**src/design/icache_cfg.svh**
```systemverilog
// =========================================================================
// geometry and field widths of the instruction cache
// include wherever a width or a count is needed
// the packages build their types from these values
// =========================================================================
`ifndef ICACHE_CFG_SVH
`define ICACHE_CFG_SVH

// associativity, must be a power of two
`define ICACHE_WAYS 4

// number of sets
`define ICACHE_SETS 16

// 32-bit words per line
`define ICACHE_LINE_WORDS 4

// physical address width
`define ICACHE_ADDR_WIDTH 32

// derived address fields
`define ICACHE_OFS_WIDTH ($clog2(`ICACHE_LINE_WORDS) + 2)
`define ICACHE_IDX_WIDTH ($clog2(`ICACHE_SETS))
`define ICACHE_TAG_WIDTH (`ICACHE_ADDR_WIDTH - `ICACHE_IDX_WIDTH - `ICACHE_OFS_WIDTH)

`endif

```
**src/design/icache_pkg.sv**
```systemverilog
// =========================================================================
// cache organization types
// shared by the cache RTL and the testbench
// all widths come from the geometry macros
// =========================================================================
`default_nettype none

`include "icache_cfg.svh"

package icache_pkg;

  // physical fetch address
  typedef logic [`ICACHE_ADDR_WIDTH-1:0] paddr_t;

  // address fields
  typedef logic [`ICACHE_TAG_WIDTH-1:0] tag_t;
  typedef logic [`ICACHE_IDX_WIDTH-1:0] idx_t;

  // way number
  typedef logic [$clog2(`ICACHE_WAYS)-1:0] way_t;

  // one full line, word 0 in the low bits
  typedef logic [`ICACHE_LINE_WORDS*32-1:0] line_t;

  typedef logic [31:0] instr_t;

  // tree bits of one set, node 0 is the root
  typedef logic [`ICACHE_WAYS-2:0] plru_t;

endpackage

`default_nettype wire

```
**src/design/refill_bus_pkg.sv**
```systemverilog
// =========================================================================
// types of the read-burst bus between the cache and memory
// =========================================================================
`default_nettype none

`include "icache_cfg.svh"

package refill_bus_pkg;

  // start address of a burst, line aligned
  typedef logic [`ICACHE_ADDR_WIDTH-1:0] bus_addr_t;

  typedef logic [31:0] bus_data_t;

  // number of beats in a burst
  typedef logic [7:0] burst_len_t;

endpackage

`default_nettype wire

```
**src/design/icache_refill.sv**
```systemverilog
// =========================================================================
// refill engine of the instruction cache
// takes a miss pulse, issues one line-aligned read burst and collects
// the beats into a line buffer, then pulses fill_o for one cycle
// =========================================================================
`timescale 1ns/1ps
`default_nettype none

`include "icache_cfg.svh"

module icache_refill (
  input  logic                       clk,
  input  logic                       rst_n,
  input  logic                       miss_i,
  input  icache_pkg::paddr_t         miss_addr_i,
  input  logic                       ar_ready_i,
  input  logic                       r_valid_i,
  input  refill_bus_pkg::bus_data_t  r_data_i,
  input  logic                       r_last_i,
  output logic                       ar_valid_o,
  output refill_bus_pkg::bus_addr_t  ar_addr_o,
  output refill_bus_pkg::burst_len_t ar_len_o,
  output logic                       r_ready_o,
  output logic                       fill_o,
  output icache_pkg::line_t          fill_line_o
);

  import icache_pkg::*;
  import refill_bus_pkg::*;

  typedef enum logic [1:0] {
    IDLE,
    MISS,
    REFILL
  } state_e;

  state_e                                state_q;
  logic [$clog2(`ICACHE_LINE_WORDS)-1:0] beat_q;
  logic                                  fill_q;
  logic                                  beat_ok;
  bus_addr_t                             addr_q;
  line_t                                 line_q;

  assign beat_ok     = r_valid_i && r_ready_o;
  assign ar_valid_o  = (state_q == MISS);
  assign ar_addr_o   = addr_q;
  assign ar_len_o    = burst_len_t'(`ICACHE_LINE_WORDS);
  assign r_ready_o   = (state_q == REFILL);
  assign fill_o      = fill_q;
  assign fill_line_o = line_q;

  // ======================================================================
  // FSM and beat counter
  // ======================================================================
  always_ff @(posedge clk or negedge rst_n) begin
    if (!rst_n) begin
      state_q <= IDLE;
      beat_q  <= '0;
      fill_q  <= 1'b0;
    end else begin
      fill_q <= beat_ok && r_last_i;
      case (state_q)
        IDLE:    if (miss_i) state_q <= MISS;
        MISS:    if (ar_ready_i) state_q <= REFILL;
        REFILL:  if (beat_ok && r_last_i) state_q <= IDLE;
        default: state_q <= IDLE;
      endcase
      if (state_q != REFILL) begin
        beat_q <= '0;
      end else if (beat_ok) begin
        beat_q <= beat_q + 1'b1;
      end
    end
  end

  // burst address and line buffer
  always_ff @(posedge clk) begin
    if ((state_q == IDLE) && miss_i) begin
      addr_q <= {miss_addr_i[`ICACHE_ADDR_WIDTH-1:`ICACHE_OFS_WIDTH],
                 {`ICACHE_OFS_WIDTH{1'b0}}};
    end
    if (beat_ok) begin
      line_q[32*beat_q +: 32] <= r_data_i;
    end
  end

endmodule

`default_nettype wire

```
**config.mk**
```make
export PLATFORM = sky130hd
export DESIGN_NAME = icache_refill
export DESIGN_NICKNAME = d
export VERILOG_FILES = /design/src/design/icache_pkg.sv /design/src/design/refill_bus_pkg.sv /design/src/design/icache_refill.sv
export VERILOG_INCLUDE_DIRS = /design/src /design/src/design
export SDC_FILE = /design/constraint.sdc
export NUM_CORES = 1
export LEC_CHECK = 0
export CAP_MARGIN = 20
export CORE_MARGIN = 10
export CORE_UTILIZATION = 45
export CTS_CLUSTER_SIZE = 14
export DETAILED_ROUTE_END_ITERATION = 8
export DONT_BUFFER_PORTS = 1
export PLACE_DENSITY = 0.59
export SLEW_MARGIN = 20
export SYNTH_ARGS = -nofsm -noshare
export SYNTH_HDL_FRONTEND = slang
export SYNTH_SLANG_ARGS = --single-unit
```
**constraint.sdc**
```tcl
create_clock -name clk -period 8.2 [get_ports clk]
set_clock_uncertainty 0.15 [all_clocks]
set_input_delay 1.64 -clock clk [delete_from_list [all_inputs] [get_ports clk]]
set_output_delay 1.64 -clock clk [all_outputs]
set_load 0.005 [all_outputs]
```
Word-level counts from Yosys, hierarchy flattened
Index checks and enable logic that the tools add are counted.
{"block": "totals", "ff_bits": 161, "input_bits": 70, "output_inout_bits": 171, "elab_cells": 28}
{"block": "op_classes", "n_addsub": 2, "n_eq_ne": 6, "shift": 2, "n_mux": 7, "reduce_logical": 6}
{"operator": "bitwise mux 128 bit", "count": 1}
{"operator": "variable shift 32 x 34 -> 128 bit (first input constant)", "count": 1}
{"operator": "variable part select 32 x 34 -> 128 bit", "count": 1}
{"operator": "negator 7 -> 34 bit", "count": 1}
{"operator": "two-way mux 2 bit", "count": 5}
{"operator": "inequality test 2 bit (second input constant)", "count": 3}
{"operator": "one-hot mux 2 bit (3 select lines)", "count": 1}
{"operator": "logical AND 1 bit", "count": 3}
{"operator": "AND reduction 3 bit", "count": 1}
{"operator": "adder 2 x 1 -> 2 bit (second input constant)", "count": 1}
{"operator": "== test 2 x 1 -> 1 bit (second input constant)", "count": 1}
{"operator": "== test 2 bit (second input constant)", "count": 1}
{"operator": "logical NOT 2 bit", "count": 1}
{"operator": "inequality test 2 x 1 -> 1 bit (second input constant)", "count": 1}
{"operator": "nonzero test 2 bit", "count": 1}

Logic depth before layout (Yosys ltp)
{"block": "logic_depth", "word_depth": 5, "mapped_depth": 7, "mapped_depth_nobuf": 4}

Worst setup path before layout
OpenSTA, ideal clock, no wires.
{"block": "synth_timing", "kind": "input port to flip-flop", "startpoint": "in miss_i", "endpoint": "reg addr_q[10] (netlist: ar_addr_o[10]) (enable)", "setup_time_ns": 0.454, "t_arrival_ns": 3.727, "required_time_ns": 7.596, "setup_slack_ns": 3.868, "path_stages": 1, "path_buffers": 0, "path_cell_list": "nor3b_1"}
{"block": "synth_between", "elab_chain_cells": 1}
{"item": "start: declaration", "line_no": "icache_refill.sv:14", "source": "input logic miss_i,"}
{"item": "logical AND 1 bit", "line_no": "icache_refill.sv:78", "source": "if ((state_q == IDLE) && miss_i) begin"}
{"item": "end signal: assignment", "line_no": "icache_refill.sv:79", "source": "addr_q <= {miss_addr_i[`ICACHE_ADDR_WIDTH-1:`ICACHE_OFS_WIDTH],"}
{"item": "end: declaration", "line_no": "icache_refill.sv:41", "source": "bus_addr_t addr_q;"}
Every way passes these cells.
A chain may end at the register's enable or synchronous reset.

Worst setup path after layout
{"block": "layout_timing", "startpoint": "reg state_q[0]", "endpoint": "out r_ready_o"}
{"block": "layout_between", "elab_chain_cells": 1}
{"item": "start: declaration", "line_no": "icache_refill.sv:37", "source": "state_e state_q;"}
{"item": "start signal: assignment", "line_no": "icache_refill.sv:57", "source": "state_q <= IDLE;"}
{"item": "start signal: assignment", "line_no": "icache_refill.sv:63", "source": "IDLE: if (miss_i) state_q <= MISS;"}
{"item": "start signal: assignment", "line_no": "icache_refill.sv:64", "source": "MISS: if (ar_ready_i) state_q <= REFILL;"}
{"item": "== test 2 bit", "line_no": "icache_refill.sv:48", "source": "assign r_ready_o = (state_q == REFILL);"}
{"item": "end: declaration", "line_no": "icache_refill.sv:23", "source": "output logic r_ready_o,"}
Every way passes these cells.

==> flow_summary_export.csv <==
group,metric,value,unit
setup_path,cp_cell_sequence,"nand2b_1, inv_1",
sta,rsz0062_at_grt,"false",
sta,fin_crit,3.04,ns
sta,tightest_slew,1.07,ns
pwr,leakage,2.50,nW
setup_path,endpoint_kind,"output pin",
detailed_routing,totalWireLength,14600,um
yosys,seq_area_frac_synth,79.3,%
floorplanning,io_pins,241,
worst_hold_path,holdCritStartpoint,"state_q[1]",
yosys,syn_area,0.00607,sq mm
yosys,synth_top_area_share,77.2,%
place,dp_hpwl,10000,um
finish,num_antenna_cells,0,
setup_path,cpMaxStageDelayCell,"dfrtp_1",
clock_network,cts_setup_buffers,0,
detailed_routing,num_vias,2767,
detailed_routing,avgViaCountPerCell,5.07,
clock_network,hold_buffers,0,
flow_run,drv_cap,0,
sta,hold_viol,0,
yosys,async_flop_share,3.11,%
sta,slew_headroom,28.8,%
finish,seq_area,0.00481,sq mm
setup_path,cp-start-kind,"flop",
place,gp_congestion,0.682,
setup_path,crit_required,6.41,ns
sta,finalCritPeriodShare,37.1,%
clock_network,numCtsBuffers,17,
detailed_routing,met2_length,7590,um
floorplanning,die_y,136,um
status,status,"completed",
finish,fin_area,0.00670,sq mm
global_routing,grt_overflow,0,
sta,finalSetupViolations,0,
worst_hold_path,hp-class,"flop to flop",
worst_hold_path,holdPathEnd,"state_q[0]",
global_routing,grt_usage,15.5,%
detailed_routing,post-route-drc-count,0,
detailed_routing,wl_met1,5550,um
finish,n_fill_cell,1102,
finish,syn_to_final_growth,10.5,%
setup_path,r2r_slack,5.39,ns
global_routing,grt_max_degree,33,
detailed_routing,antenna_left,0,
finish,fin_nets,432,
yosys,synth_area_per_cell,17.4,sq um
floorplanning,initial_utilization,45.8,%
clock_network,cts_tree,"yes",
setup_path,critPathBufInv,1,
finish,drive_gt1_share,10.3,%
setup_path,reg2reg_depth,4,
global_routing,antenna_found_initial,0,
detailed_routing,dr_wl_met3,1150,um
finish,multiInputGateArea,0.00113,sq mm
global_routing,first_global_vias,2834,
sta,holdWs,0.344,ns
yosys,post-synth-top-count-cell,"edfxtp_1",
yosys,netlist_top_cells_area,"edfxtp_1 (77%), and2_1 (12%), dfrtp_1 (2.1%)",
clock_network,ctsHtreeMaxLevel,4,
floorplanning,die_w,136,um
clock_network,cts_num_sinks,161,
detailed_routing,maxUsedRoutingLayer,"met4",
detailed_routing,detail_route.wl_per_cell,26.8,um
sta,max_freq,329,MHz
yosys,synth_warnings,0,
yosys,synth_largest_area_cell,"edfxtp_1",
detailed_routing,drtPass1Iterations,4,
clock_network,cts-root-buf,"clkbuf_16",
setup_path,cp_top_family,"flip-flops",
sta,drv_slew,0,
setup_path,critPathArrivalTime,1.25,ns
detailed_routing,drt_iter0_markers,191,
setup_path,cp_max_fo,6,
yosys,synth.distinct_cells,27,
pwr,peakVddDrop,0.000136,V
pwr,total_power,1.92,mW
floorplanning,dieArea,0.0185,sq mm
setup_path,slowest_delay,0.42,ns
floorplanning,num_rows,42,
place,place_area,0.00620,sq mm
global_routing,grt_pass1_wl,20300,um
setup_path,critPathKind,"flop to output pin",
place,portBuffers,0,
clock_network,clkLatencyLatePin,0.42,ns
yosys,ys_ff_latch,161,
yosys,synth_common_cells,"edfxtp_1 (156), and2_1 (116), buf_4 (13), and3_1 (12)",
yosys,synthFlopType,"edfxtp_1",
sta,fin_setup_tns,0,ns
yosys,syn_inst,348,
yosys,synth_edf_count,156,
clock_network,clk_pin_slew,0.06,ns
setup_path,rr_endpoint,"fill_line_o[55]",
pwr,p_per_area,287,mW/mm^2
clock_network,cts_resized,0,
floorplanning,core-area,0.0132,sq mm
worst_hold_path,worstHoldPathCells,1,
setup_path,timing.rr.start,"beat_q[0]",
clock_network,clockBufferDepth,2,
[cells by family after synthesis]
| group | share of synthesized area (%) |
|---|---|
| simple gates | 16.2 |
| xor+xnor | 0.144 |
| flops | 79.3 |
| fa+ha+maj | 1.03 |
| compound gates | 0.227 |
| other cells | 0.124 |
| mux | 0.165 |
| buf+inv | 2.78 |
[registers in the layout, summed over array words and instances (netlist names)]
signal       count
beat_q           2
state_q          2
fill_line_o    128
ar_addr_o       28
fill_o           1
[cell usage in the layout, fill, tap and decap left out, types with 4 or more instances in the layout]
cell type	instances
conb_1	12
and3_1	8
dfrtp_1	5
and2_1	116
clkinvlp_4	4
nor2_1	4
clkbuf_16	17
edfxtp_1	156
and3_2	4
ha_1	5
clkinv_1	5
[area by class of cell]
type	count	share of cell area (%)
Sequential cell	161	71.7
Tap cell	176	3.28
Multi-Input combinational cell	171	16.9
Clock inverter	13	1.08
Clock buffer	19	6.46
Inverter	3	0.168
Timing Repair Buffer	3	0.336
[layer usage]
layer  vias to the layer above  track usage, %
met2                       116            25.4
met4                         0            7.75
met1                      1389            16.8
met5                         -               0
li1                       1241               -
met3                        21            6.75
[where the power goes]
group	switching, mW	total, mW	internal (mW)
registers	0.0447	1.05	1.00
logic	0.130	0.194	0.0646
clock network	0.302	0.681	0.379
total	0.476	1.92	1.45
[metrics by stage]
stage	instances	utilization [%]	setup WS, ns
floorplan	358	-	3.87
global placement	514	46.8	5.18
detailed placement	514	46.8	5.18
CTS	546	50.6	5.15
global route	546	50.6	5.08
finish	546	50.6	5.16
[worst max path at each step]
stage | to | cells after the start | from
final | r_ready_o | 2 | state_q[0]
after global routing | r_ready_o | 2 | state_q[0]
after CTS | r_ready_o | 2 | state_q[0]
after detailed placement | fill_line_o[121] | 1 | r_valid_i
after global placement | fill_line_o[6] | 1 | r_valid_i
after floorplan | ar_addr_o[10] | 1 | miss_i
Power figures use the tool's default switching activity.
