`src/design/icache_cfg.svh`:
```
// =========================================================================
// geometry and field widths of the instruction cache
// include wherever a width or a count is needed
// the packages build their types from these values
// =========================================================================
`ifndef ICACHE_CFG_SVH
`define ICACHE_CFG_SVH

// associativity, must be a power of two
`define ICACHE_WAYS 4

// number of sets
`define ICACHE_SETS 16

// 32-bit words per line
`define ICACHE_LINE_WORDS 4

// physical address width
`define ICACHE_ADDR_WIDTH 32

// derived address fields
`define ICACHE_OFS_WIDTH ($clog2(`ICACHE_LINE_WORDS) + 2)
`define ICACHE_IDX_WIDTH ($clog2(`ICACHE_SETS))
`define ICACHE_TAG_WIDTH (`ICACHE_ADDR_WIDTH - `ICACHE_IDX_WIDTH - `ICACHE_OFS_WIDTH)

`endif

```
`src/design/icache_pkg.sv`:
```
// =========================================================================
// cache organization types
// shared by the cache RTL and the testbench
// all widths come from the geometry macros
// =========================================================================
`default_nettype none

`include "icache_cfg.svh"

package icache_pkg;

  // physical fetch address
  typedef logic [`ICACHE_ADDR_WIDTH-1:0] paddr_t;

  // address fields
  typedef logic [`ICACHE_TAG_WIDTH-1:0] tag_t;
  typedef logic [`ICACHE_IDX_WIDTH-1:0] idx_t;

  // way number
  typedef logic [$clog2(`ICACHE_WAYS)-1:0] way_t;

  // one full line, word 0 in the low bits
  typedef logic [`ICACHE_LINE_WORDS*32-1:0] line_t;

  typedef logic [31:0] instr_t;

  // tree bits of one set, node 0 is the root
  typedef logic [`ICACHE_WAYS-2:0] plru_t;

endpackage

`default_nettype wire

```
`src/design/plru_tree.sv`:
```
// =========================================================================
// tree pseudo-LRU for one set
// victim follows the node bits from the root, 0 goes left, 1 goes right
// update points every node on the path away from the accessed way
// =========================================================================
`timescale 1ns/1ps
`default_nettype none

`include "icache_cfg.svh"

module plru_tree #(
  parameter int WAYS = `ICACHE_WAYS
) (
  input  icache_pkg::plru_t tree_i,
  input  icache_pkg::way_t  hit_way_i,
  output icache_pkg::way_t  victim_o,
  output icache_pkg::plru_t tree_o
);

  localparam int LEVELS = $clog2(WAYS);

  // walk down from the root, msb of the way first
  always_comb begin : find_victim
    int unsigned node;
    node     = 0;
    victim_o = '0;
    for (int l = 0; l < LEVELS; l++) begin
      victim_o[LEVELS-1-l] = tree_i[node];
      node = 2 * node + 1 + tree_i[node];
    end
  end

  // children of node n sit at 2n+1 (left) and 2n+2 (right)
  always_comb begin : update_tree
    int unsigned node;
    node   = 0;
    tree_o = tree_i;
    for (int l = 0; l < LEVELS; l++) begin
      tree_o[node] = ~hit_way_i[LEVELS-1-l];
      node = 2 * node + 1 + hit_way_i[LEVELS-1-l];
    end
  end

endmodule

`default_nettype wire

```
`src/design/icache_core.sv`:
```
// =========================================================================
// lookup pipeline of the instruction cache
// stage 0 issues the set index to the RAMs, stage 1 compares tags and
// returns one word; a miss holds stage 1 until the refill has installed
// the line, then the lookup is replayed
// =========================================================================
`timescale 1ns/1ps
`default_nettype none

`include "icache_cfg.svh"

module icache_core (
  input  logic                    clk,
  input  logic                    rst_n,
  input  logic                    flush_i,
  input  logic                    req_valid_i,
  input  icache_pkg::paddr_t      req_addr_i,
  output logic                    req_ready_o,
  output logic                    rsp_valid_o,
  output icache_pkg::instr_t      rsp_instr_o,
  output icache_pkg::paddr_t      rsp_addr_o,
  output logic                    rsp_err_o,
  input  icache_pkg::tag_t        tag_rdata_i [`ICACHE_WAYS],
  input  icache_pkg::line_t       data_rdata_i [`ICACHE_WAYS],
  input  icache_pkg::plru_t       plru_rdata_i,
  input  logic                    fill_i,
  input  icache_pkg::line_t       fill_line_i,
  output logic                    miss_o,
  output icache_pkg::paddr_t      miss_addr_o,
  output icache_pkg::way_t        victim_o,
  output logic [`ICACHE_WAYS-1:0] tag_we_o,
  output icache_pkg::tag_t        tag_wdata_o,
  output logic [`ICACHE_WAYS-1:0] data_we_o,
  output icache_pkg::line_t       data_wdata_o,
  output logic                    plru_we_o,
  output icache_pkg::plru_t       plru_wdata_o,
  output icache_pkg::idx_t        ram_raddr_o,
  output icache_pkg::idx_t        ram_waddr_o
);

  import icache_pkg::*;

  logic                         init_q;
  logic                         pend_q;
  logic                         replay_q;
  logic                         s1_valid_q;
  logic                         s1_err_q;
  paddr_t                       s1_addr_q;
  logic [`ICACHE_WAYS-1:0]      valid_q [`ICACHE_SETS];
  logic [`ICACHE_WAYS-1:0]      hit_oh;
  way_t                         hit_way;
  way_t                         access_way;
  logic                         s1_lookup;
  logic                         s1_hit;
  logic                         s1_miss;
  logic                         stall;
  idx_t                         s1_idx;
  tag_t                         s1_tag;
  logic [`ICACHE_OFS_WIDTH-3:0] s1_word;
  plru_t                        plru_next;

  // ======================================================================
  // stage 0
  // ======================================================================
  // hold the stage-1 set on the RAMs while a miss is open
  assign stall       = s1_miss || pend_q || replay_q;
  assign req_ready_o = init_q && !stall && !flush_i;
  assign ram_raddr_o = stall ? s1_idx : req_addr_i[`ICACHE_OFS_WIDTH +: `ICACHE_IDX_WIDTH];

  always_ff @(posedge clk) begin
    if (req_ready_o) begin
      s1_addr_q <= req_addr_i;
      s1_err_q  <= |req_addr_i[1:0];
    end
  end

  // ======================================================================
  // stage 1
  // ======================================================================
  assign s1_idx  = s1_addr_q[`ICACHE_OFS_WIDTH +: `ICACHE_IDX_WIDTH];
  assign s1_tag  = s1_addr_q[`ICACHE_ADDR_WIDTH-1 -: `ICACHE_TAG_WIDTH];
  assign s1_word = s1_addr_q[`ICACHE_OFS_WIDTH-1:2];

  always_comb begin
    hit_way = '0;
    for (int w = 0; w < `ICACHE_WAYS; w++) begin
      hit_oh[w] = valid_q[s1_idx][w] && (tag_rdata_i[w] == s1_tag);
      if (hit_oh[w]) begin
        hit_way = way_t'(w);
      end
    end
  end

  // no compare in the replay cycle, the RAMs are re-read then
  assign s1_lookup = s1_valid_q && !replay_q;
  assign s1_hit    = s1_lookup && !s1_err_q && (|hit_oh);
  assign s1_miss   = s1_lookup && !s1_err_q && !(|hit_oh);

  assign rsp_valid_o = s1_lookup && (s1_err_q || (|hit_oh));
  assign rsp_err_o   = s1_lookup && s1_err_q;
  assign rsp_addr_o  = s1_addr_q;
  assign rsp_instr_o = data_rdata_i[hit_way][32*s1_word +: 32];

  // one pulse per miss
  assign miss_o      = s1_miss && !pend_q;
  assign miss_addr_o = s1_addr_q;

  always_ff @(posedge clk or negedge rst_n) begin
    if (!rst_n) begin
      init_q     <= 1'b0;
      pend_q     <= 1'b0;
      replay_q   <= 1'b0;
      s1_valid_q <= 1'b0;
    end else begin
      init_q   <= 1'b1;
      replay_q <= fill_i;
      if (miss_o) begin
        pend_q <= 1'b1;
      end else if (fill_i) begin
        pend_q <= 1'b0;
      end
      if (flush_i) begin
        s1_valid_q <= 1'b0;
      end else if (req_ready_o) begin
        s1_valid_q <= req_valid_i;
      end
    end
  end

  // ======================================================================
  // RAM write control
  // ======================================================================
  // a fill touches the victim, a hit touches the hit way
  assign access_way = fill_i ? victim_o : hit_way;

  plru_tree #(
    .WAYS (`ICACHE_WAYS)
  ) u_plru_tree (
    .tree_i    (plru_rdata_i),
    .hit_way_i (access_way),
    .victim_o  (victim_o),
    .tree_o    (plru_next)
  );

  always_comb begin
    for (int w = 0; w < `ICACHE_WAYS; w++) begin
      tag_we_o[w]  = fill_i && (victim_o == way_t'(w));
      data_we_o[w] = fill_i && (victim_o == way_t'(w));
    end
  end

  assign tag_wdata_o  = s1_tag;
  assign data_wdata_o = fill_line_i;
  assign plru_we_o    = fill_i || s1_hit;
  assign plru_wdata_o = plru_next;
  assign ram_waddr_o  = s1_idx;

  // valid bits per set and way
  always_ff @(posedge clk or negedge rst_n) begin
    if (!rst_n) begin
      for (int s = 0; s < `ICACHE_SETS; s++) begin
        valid_q[s] <= '0;
      end
    end else if (fill_i) begin
      valid_q[s1_idx][victim_o] <= 1'b1;
    end
  end

endmodule

`default_nettype wire

```
`config.mk`:
```
export PLATFORM = sky130hd
export DESIGN_NAME = icache_core
export DESIGN_NICKNAME = d
export VERILOG_FILES = /design/src/design/icache_pkg.sv /design/src/design/plru_tree.sv /design/src/design/icache_core.sv
export VERILOG_INCLUDE_DIRS = /design/src /design/src/design
export SDC_FILE = /design/constraint.sdc
export NUM_CORES = 1
export LEC_CHECK = 0
export BUFFER_PORTS_ARGS = -buffer_cell sky130_fd_sc_hd__buf_4
export CAP_MARGIN = 5
export CORE_AREA = 2 2 414 416
export CTS_CLUSTER_DIAMETER = 40
export CTS_CLUSTER_SIZE = 25
export DETAILED_ROUTE_END_ITERATION = 8
export DIE_AREA = 0 0 416 418
export GPL_TIMING_DRIVEN = 0
export SLEW_MARGIN = 20
export SYNTH_ARGS = -nofsm -noshare
export SYNTH_HDL_FRONTEND = slang
export SYNTH_SLANG_ARGS = --single-unit
```
`constraint.sdc`:
```
create_clock -name clk -period 4.8 [get_ports clk]
set_input_delay 0.24 -clock clk [delete_from_list [all_inputs] [get_ports clk]]
set_output_delay 0.24 -clock clk [all_outputs]
set_load 0.02 [all_outputs]
```
After elaboration in Yosys (flattened, before gate mapping):

Index checks and enable logic that the tools add are counted.

* add/subtract/negate cells: 2
* $lt $le $gt $ge: 8
* equality and inequality tests: 7
* shifts and indexed selects: 1
* muxes and demuxes: 24
* bitwise operators: 5
* reductions and logical operators: 35

Operators by type and width (number)
* $bmux W128 S2: 1
* $mux W128: 2
* $shiftx A128 B8 Y32: 1
* $eq A24 B24 Y1: 4
* $lt A32 B3 Y1 const B: 2
* $or A64 B64 Y64: 1
* $ge A32 B1 Y1 const B: 1
* $logic_and A1 B1 Y1: 20
* $bmux W4 S4: 1
* $demux W4 S4: 1
* $mux W4: 4
* $mux W1: 8
* $logic_not A1 Y1: 6
* $mux W2: 3
* $ge A5 B5 Y1 const B: 1
* $lt A5 B1 Y1 const B: 1
* $not A4 Y5: 1
* $add A1 B1 Y2 const A: 2
* $demux W1 S2: 2
* $eq A2 B2 Y1 const B: 2
* $logic_or A1 B1 Y1: 4
* $reduce_bool A2 Y1: 2
* $reduce_or A4 Y1: 1
* $bwmux W3: 1
* 9 further kinds: 10

* flip-flop bits (word level): 101
* output and inout bits: 274
* logic and storage cells: 104

Longest topological paths before layout:

Gate-level depths: netlist (run 1).

* depth in word-level cells: 15
* depth in mapped cells: 12

Modules after synthesis:

Synthesis (run 1) repeated with hierarchy kept, for this count alone.

* cells, all modules: 1217
* area total of the unflattened synthesis: 11249.5 sq um

By module, submodules not included
* icache_core: times used 1, cells each 1210, area each 11203.2 sq um, sequential area each 2692.6 sq um
* plru_tree: times used 1, cells each 7, area each 46.3 sq um, sequential area each 0.0 sq um

Worst setup path before layout (run 1):

OpenSTA, ideal clock, no wires.

* path type: reg2reg
* start point: register s1_addr_q[7], in the netlist miss_addr_o[7]
* end point: register s1_addr_q[0], in the netlist miss_addr_o[0] (enable)
* setup time: 0.484 ns
* data arrival time: 4.785 ns
* data required time: 4.316 ns
* setup slack: -0.469 ns
* cell stages (with the launch flop): 12
* path through: edfxtp_1 buf_2 and2_1 clkbuf_1 a22o_2 nor2_4 or3_4 buf_6 buf_12 o2111ai_4 nor3_1 nor3_1

* longest elaborated chain between the ends: 13

RTL lines
* start, declared: RTL line icache_core.sv:48 `paddr_t s1_addr_q;`
* start signal, assigned: RTL line icache_core.sv:72 `s1_addr_q <= req_addr_i;`
* $not A4 Y5 (implied by the code) (*): RTL line icache_core.sv:87 `hit_oh[w] = valid_q[s1_idx][w] && (tag_rdata_i[w] == s1_tag);`
* $bmux W4 S4 (*): RTL line icache_core.sv:87
* $mux W4 (implied by the code) (*) (2 in a row): RTL line icache_core.sv:87
* $logic_and A1 B1 Y1: RTL line icache_core.sv:87
* $reduce_or A4 Y1 (*): RTL line icache_core.sv:97 `assign s1_miss = s1_lookup && !s1_err_q && !(|hit_oh);`
* $logic_not A1 Y1 (*): RTL line icache_core.sv:97
* $logic_and A1 B1 Y1 (*): RTL line icache_core.sv:97
* $logic_or A1 B1 Y1 (*) (2 in a row): RTL line icache_core.sv:66 `assign stall = s1_miss || pend_q || replay_q;`
* $logic_not A1 Y1 (*): RTL line icache_core.sv:67 `assign req_ready_o = init_q && !stall && !flush_i;`
* $logic_and A1 B1 Y1 (*) (2 in a row): RTL line icache_core.sv:67
* via req_ready_o: RTL line icache_core.sv:18 `output logic req_ready_o,`

The timed path passes the listed nets; every way through them passes the cells marked *. The select of a mux whose other input is x is not followed.
A chain may end at the register's enable or synchronous reset.

Final worst setup path (run 1):

* start point: register s1_addr_q[12], in the netlist miss_addr_o[12]
* end point: output port plru_wdata_o[1]

* longest elaborated chain between the ends: 11

RTL lines
* $eq A24 B24 Y1: RTL line icache_core.sv:87
* $logic_and A1 B1 Y1: RTL line icache_core.sv:87
* $mux W2: RTL line icache_core.sv:88 `if (hit_oh[w]) begin`
* $mux W2 (*): RTL line icache_core.sv:88
* $mux W2 (*): RTL line icache_core.sv:134 `assign access_way = fill_i ? victim_o : hit_way;`
* $add A1 B1 Y2: RTL line plru_tree.sv:40 `node = 2 * node + 1 + hit_way_i[LEVELS-1-l];`
* $ge A32 B1 Y1 (implied by the code) / $lt A32 B3 Y1 (equally long branches): RTL line plru_tree.sv:39 `tree_o[node] = ~hit_way_i[LEVELS-1-l];`
* $logic_and A1 B1 Y1 (implied by the code): RTL line plru_tree.sv:39
* $mux W1 (implied by the code): RTL line plru_tree.sv:39
* $demux W1 S2
* $bwmux W3 (*): RTL line plru_tree.sv:39
* end, declared: RTL line icache_core.sv:36 `output icache_pkg::plru_t plru_wdata_o,`

Mark *: on every way between the ends. The rest lies on a longest branch, timed or not.

==> summary.txt, run 1 <==
RSZ-0062 raised after global routing: no
Final global-route overflow total: 0
Number of buffers created by CTS: 9
Detailed-route via count: 14,000
Worst hold path class: primary input to flip-flop
Number of violations of the max-capacitance limit: 0
Flip-flop cell with the highest count after synthesis: sky130_fd_sc_hd__dfrtp_1
Most area-hungry cell type in the Yosys netlist: sky130_fd_sc_hd__dfrtp_1
Commonest non-fill, non-tap cells in the layout: sky130_fd_sc_hd__buf_4 (1,144), sky130_fd_sc_hd__nand2_1 (97), sky130_fd_sc_hd__xor2_1 (80), sky130_fd_sc_hd__mux2i_1 (79), sky130_fd_sc_hd__dfrtp_1 (68)
Count of TritonRoute iterations in the first routing pass: 5
Setup crit start kind: flip-flop
Post-synthesis average cell area: 9.51 sq um
Outcome: completed
Clock tree from TritonCTS: yes
Distinct cell type count after synthesis: 50
Total routing resource utilization after global routing: 12.3%
Final Setup Violations: 0
Gpl congestion: 0.953
Clock insertion delay at the later pin of the skew report: 0.41 ns
Area Growth Syn to Fin: 102%
Number of levels in the clock H-tree: 3
Share of the synthesized area in the top cell type: 15.5%
Vias in the first global route: 13,700
Crit path required time: 4.56 ns
Synth Cell Area: 11,000 sq um
Tightest slew margin relative to the limit: 31.0%
Worst-case setup margin in the final layout: 0.118 ns
Cell count after placement: 4,299
Number of rows in the core area: 151
First-pass GRT wire length: 139 mm
Post-DR vias/cell: 3.18
Fraction of layout cells with a size suffix above 1: 61.9%
Per-cell routed wire length: 25.8 microns
Power per cell area: 151 nW/um^2
Worst Max-Slew Pin Slew: 1.02 ns
Area of combinational cells with multiple inputs: 6600 sq um
Clock slew seen by the registers of the worst setup and hold paths: 0.08 ns
Flip-flop and latch count after synthesis: 101
Post-route minimum period: 4.68 ns
Final slew viol count: 0
Post-layout utilization of the core: 13.1%
Peak fanout along the critical path: 10
Syn Nets: 1,929
Final nets: 2,932
Number of enable-type register cells in the synthesized netlist: 33
Portion of the clock cycle consumed by the worst path in the final layout: 97.5%
Filler-free cell count of the finished design: 4,391
Total power after layout: 3.35 mW
Chip height: 418 microns
Worst hold-check slack: 0.0738 ns
Effective utilization at floorplan: 6.49%
Iter 0 DRT Violations: 1,309
Clock tree sinks: 101
Number of cells on the worst reg-to-reg path: 12
Hold violation count in the final report: 0
FMAX: 0.214 GHz
Setup Crit Path Kind: flip-flop to output pin
Footprint of the flip-flops and latches: 2690 sq um
Full die area: 174,000 sq um
Count of buffers from port buffering: 921
Synthesized instance count: 1,153
Number of antenna violations at the first check in global routing: 28
Die X: 416 microns
Most common cell after layout, fill and taps aside: sky130_fd_sc_hd__buf_4
Post-route DRC: 0
DPL Wire Length: 101 mm
Worst Setup End Kind: output pin
Area inside the core boundary: 169,000 sq um
Cell leakage power: 10.4 nW
Share of flip-flops with an asynchronous set or reset after synthesis: 67.3%
Worst-case clock buffer depth: 2
Post-synthesis sequential area ratio: 24.5%
Worst voltage drop across the vdd grid: 165 uV
Top post-synthesis cells by area: sky130_fd_sc_hd__dfrtp_1 (16%), sky130_fd_sc_hd__buf_4 (14%), sky130_fd_sc_hd__mux4_2 (10%), sky130_fd_sc_hd__edfxtp_1 (9.0%), sky130_fd_sc_hd__mux2i_1 (7.2%)
Ys Warns: 0
Layout fillers: 19,300
Data arrival time at the worst-slack endpoint: 4.44 ns
Number of I/O pins: 1,050
Maximum number of pins on one net before global-route repair: 69
Final wirelength: 113 mm
Buffer cell driving the clock tree root: sky130_fd_sc_hd__clkbuf_16
Worst Clk Skew: 0.0273 ns
Worst slack at placement: -0.963 ns
Worst hold path cell count: 1
ANT nets after route: 0
[through the flow]
step	TNS, ns	instance area, sq um
2_1_floorplan	0	11000
3_3_place_gp	-123.45	20700
3_5_place_dp	-10.84	20800
4_1_cts	0	22000
5_1_grt	0	22100
6_report	0	22100
[cell usage after synthesis (all sizes together), types with 26 or more instances]
master	number
a32o	26
dfrtp	68
o21ai	26
clkbuf	38
mux2i	79
nor3	32
a21o	45
buf	239
mux4	54
nand2	97
edfxtp	33
xor2	80
a211oi	36
nor4	36
nor2	49
[flip-flops by register name (all words and copies together) (netlist names)]
register,flops
s1_err_q,1
pend_q,1
replay_q,1
s1_valid_q,1
init_q,1
valid_q,64
miss_addr_o,32
[worst max-delay path, cell delays in order, from the launching register on]
cell,delay (ns)
sky130_fd_sc_hd__edfxtp_1,0.64
sky130_fd_sc_hd__xor2_1,0.28
sky130_fd_sc_hd__nor4_4,0.43
sky130_fd_sc_hd__nand4_1,0.37
sky130_fd_sc_hd__or3_4,0.44
sky130_fd_sc_hd__buf_6,0.18
sky130_fd_sc_hd__buf_6,0.19
sky130_fd_sc_hd__buf_6,0.21
sky130_fd_sc_hd__o21ai_0,0.61
sky130_fd_sc_hd__mux2i_1,0.18
sky130_fd_sc_hd__mux2_2,0.30
sky130_fd_sc_hd__buf_4,0.15
[power breakdown]
group	switching, mW	internal [mW]
clock	0.440	0.374
combinational	0.683	0.817
sequential	0.0586	0.976
[cell type report]
cell class              count  area share (%)
well taps                2218            12.5
clock buffers               9            1.02
plain buffers             277            8.93
repair buffers            992            34.9
inverters                   6           0.102
diodes                     12           0.136
flip-flops and latches    101            12.2
multi-input cells         769            29.8
clock inverters             7           0.413
[logic make-up (layout without fill, tap and decap cells)]
group                     count (synthesis)  after routing  share of synthesized area (%)
and+or+nand+nor                         281            281                           12.4
AOI/OAI and AO/OA                       237            237                           16.8
DFF                                     101            101                           24.5
muxes                                   154            154                           20.7
other                                     1             13                         0.0342
buffers and inverters                   283           1291                           17.8
xor gates and xnor gates                 96             96                           7.66
[what timing repair did]
item,in CTS,in global routing
endpoints found under the setup margin,36,12
buffers inserted,26,4
hold endpoints to repair,101,0
pin swaps,9,0
resized for setup,62,6
hold buffers,34,0
[per-layer routing]
metal | GRT usage, % | vias up | wire, microns
li1 | - | 6130 | -
met1 | 15.8 | 6975 | 46400
met2 | 19.9 | 801 | 54300
met3 | 4.00 | 62 | 10600
met4 | 3.00 | 6 | 2070
met5 | 0 | - | 38
[worst paths after layout]
check	slack [ns]	startpoint	end
setup / recovery	0.12	miss_addr_o[12]	plru_wdata_o[1]
hold / removal	0.07	req_addr_i[1]	miss_addr_o[1]
setup reg to reg	0.75	miss_addr_o[12]	miss_addr_o[15]
hold reg to reg	0.45	valid_q[22]	valid_q[22]
max in group asynchronous	3.74	rst_n	valid_q[59]
min in group asynchronous	0.51	rst_n	valid_q[29]
No activity file was read; power rests on OpenSTA's default activity.
==> run 2, diff against run 1 <==
- ABC_AREA: default -> 1
- CORE_AREA: 2 2 414 416 -> 2 2 407 409
- DIE_AREA: 0 0 416 418 -> 0 0 409 411
- REMOVE_ABC_BUFFERS: default -> 1
==> summary.txt, run 2 <==
Worst voltage drop across the vdd grid: 348 uV
Vias in the first global route: 17,600
Chip height: 411 microns
Worst Setup End Kind: output pin
Number of I/O pins: 1,050
Number of cells on the worst reg-to-reg path: 10
Number of violations of the max-capacitance limit: 0
Clock tree sinks: 101
Final Setup Violations: 0
Maximum number of pins on one net before global-route repair: 79
CP max stage cell: sky130_fd_sc_hd__nor2_2
Power per cell area: 132 nW/um^2
Worst Max-Slew Pin Slew: 0.869 ns
Number of enable-type register cells in the synthesized netlist: 33
Worst R2R End: miss_addr_o[5]
Gpl congestion: 0.988
Post-route DRC: 0
Worst path bufs/invs: 4
Peak fanout along the critical path: 38
Family with the most delay on the worst path: simple AND/OR/NAND/NOR gates
End point of the most critical hold path: miss_addr_o[26]
Worst flop-to-flop path startpoint: miss_addr_o[13]
Commonest non-fill, non-tap cells in the layout: sky130_fd_sc_hd__buf_4 (843), sky130_fd_sc_hd__nand2_1 (689), sky130_fd_sc_hd__inv_1 (490), sky130_fd_sc_hd__nand3_1 (487), sky130_fd_sc_hd__nor2_1 (136)
Buffer cell driving the clock tree root: sky130_fd_sc_hd__clkbuf_16
Final nets: 3,880
Cell count after placement: 5,214
First-pass GRT wire length: 160 mm
Full die area: 168,000 sq um
Largest register FFs: 64
Post-synthesis sequential area ratio: 19.0%
Flip-flop and latch count after synthesis: 101
Clock slew seen by the registers of the worst setup and hold paths: 0.09 ns
Iter 0 DRT Violations: 1,788
Tightest slew margin relative to the limit: 42.1%
Final slew viol count: 0
Most area-hungry cell type in the Yosys netlist: sky130_fd_sc_hd__nand2_1
ANT nets after route: 0
Post-DR vias/cell: 3.62
Top post-synthesis cells by area: sky130_fd_sc_hd__nand2_1 (18%), sky130_fd_sc_hd__nand3_1 (17%), sky130_fd_sc_hd__inv_1 (13%), sky130_fd_sc_hd__dfrtp_1 (12%), sky130_fd_sc_hd__buf_4 (11%)
Final wirelength: 127 mm
Area Growth Syn to Fin: 59.0%
Filler-free cell count of the finished design: 5,302
Clock tree from TritonCTS: yes
Die X: 409 microns
Ys Warns: 0
Crit path required time: 4.56 ns
Post-synth top cells: sky130_fd_sc_hd__nand2_1 (691), sky130_fd_sc_hd__inv_1 (492), sky130_fd_sc_hd__nand3_1 (489)
Post-synthesis average cell area: 5.58 sq um
Share of flip-flops with an asynchronous set or reset after synthesis: 67.3%
DPL Wire Length: 99.4 mm
Data arrival time at the worst-slack endpoint: 4.49 ns
Cell with the most instances after synthesis: sky130_fd_sc_hd__nand2_1
Clock insertion delay at the later pin of the skew report: 0.39 ns
Setup crit start kind: flip-flop
Effective utilization at floorplan: 8.63%
Worst Clk Skew: 0.0134 ns
Hold violation count in the final report: 0
Setup Crit Path Kind: flip-flop to output pin
Share of the synthesized area in the top cell type: 18.3%
Startpoint of the tightest hold check path: req_addr_i[26]
Synth Cell Area: 14,100 sq um
Largest stage delay on the critical path: 0.53 ns
Flip-flop cell with the highest count after synthesis: sky130_fd_sc_hd__dfrtp_1
Fraction of layout cells with a size suffix above 1: 30.2%
Worst hold path cell count: 1
Post-route minimum period: 4.73 ns
Most common cell after layout, fill and taps aside: sky130_fd_sc_hd__buf_4
Outcome: completed
Cell leakage power: 12.0 nW
Count of buffers from port buffering: 793
Number of antenna violations at the first check in global routing: 20
Top reg by flops: valid_q
Detailed-route via count: 19,200
Area inside the core boundary: 164,000 sq um
Final global-route overflow total: 0
Distinct cell type count after synthesis: 31
Number of buffers created by CTS: 9
Synthesized instance count: 2,534
Worst-case clock buffer depth: 2
Worst-case register-to-register setup slack: 0.78 ns
FMAX: 0.212 GHz
RSZ-0062 raised after global routing: no
Total power after layout: 2.97 mW
Portion of the clock cycle consumed by the worst path in the final layout: 98.4%
Worst hold path class: primary input to flip-flop
Count of TritonRoute iterations in the first routing pass: 6
Per-cell routed wire length: 23.9 microns
Total routing resource utilization after global routing: 14.1%
Number of rows in the core area: 149
Number of levels in the clock H-tree: 3
Cells along the critical path: xor2_1 > nor2_1 > nand2_1 > nor2_2 > nand3_4 > buf_12 > buf_16 > nand2_8 > buf_16 > nand2_1 > nand3_1 > nand3_1 > nand3_1 > nand2_1 > buf_4
-- run 2: logic make-up after synthesis --
| logic type | after synthesis | synth area share, % |
|---|---|---|
| AOI/OAI and AO/OA | 168 | 6.86 |
| buffers and inverters | 834 | 28.6 |
| other | 1 | 0.0265 |
| and+or+nand+nor | 1376 | 42.1 |
| xor gates and xnor gates | 54 | 3.34 |
| DFF | 101 | 19.0 |
-- run 2: timing repair --
item | CTS | global route
endpoints found under the hold margin | 74 | 1
setup endpoints to repair | 32 | 14
gates resized for setup | 14 | 6
pin swaps | 6 | 1
setup buffers | 48 | 4
gates cloned | 6 | 2
hold buffers | 7 | 1
-- run 2: layer usage --
layer | part of all wire (%) | up-vias | GRT usage (%) | routed length, microns
li1 | - | 8697 | - | -
met1 | 40 | 8832 | 16.9 | 50200
met2 | 39 | 1494 | 19.0 | 49000
met3 | 17 | 159 | 9.86 | 21400
met4 | 3.6 | 18 | 4.49 | 4520
met5 | 1.1 | - | 6.47 | 1430
-- run 2: cell type report --
cell class	count	area, sq um
Tap cell	2189	2740
Antenna cell	4	10.0
Inverter	502	1890
Multi-Input combinational cell	1604	7650
Sequential cell	101	2690
Timing Repair Buffer	886	7190
Clock buffer	9	225
Clock inverter	7	91.3
Fill cell	19100	141000
-- run 2: per-stage QoR --
| step | setup slack [ns] | area (sq um) | utilization, % | TNS [ns] | hold WS [ns] |
|---|---|---|---|---|---|
| after floorplan | -2.10 | 12000 | - | -96.19 | -0.0556 |
| after global placement | -8.22 | 20700 | 12.6 | -559.76 | 0.394 |
| after detailed placement | -0.635 | 21400 | 13.1 | -7.43 | 0.406 |
| after CTS | 0.0159 | 22400 | 13.7 | 0 | 0.000105 |
| after global routing | 0.0176 | 22500 | 13.7 | 0 | 0.000841 |
| final | 0.0747 | 22500 | 13.7 | 0 | 0.0240 |
-- run 2: worst max-delay path by stage --
| stage | startpoint | end | slack [ns] | cells after the start |
|---|---|---|---|---|
| 5_1_grt | miss_addr_o[18] | rsp_instr_o[25] | 0.02 | 20 |
| 6_report | miss_addr_o[16] | rsp_instr_o[15] | 0.07 | 15 |
| 3_3_place_gp | miss_addr_o[4] | rsp_instr_o[7] | -8.22 | 16 |
| 4_1_cts | miss_addr_o[18] | rsp_instr_o[25] | 0.02 | 15 |
| 3_5_place_dp | miss_addr_o[17] | rsp_instr_o[22] | -0.63 | 17 |
| 2_1_floorplan | miss_addr_o[4] | rsp_instr_o[11] | -2.10 | 16 |
-- run 2: report_power, final --
| group | switching [mW] | total, mW | internal, mW |
|---|---|---|---|
| combinational | 0.562 | 1.17 | 0.607 |
| sequential | 0.0438 | 0.998 | 0.954 |
| clock | 0.427 | 0.804 | 0.377 |
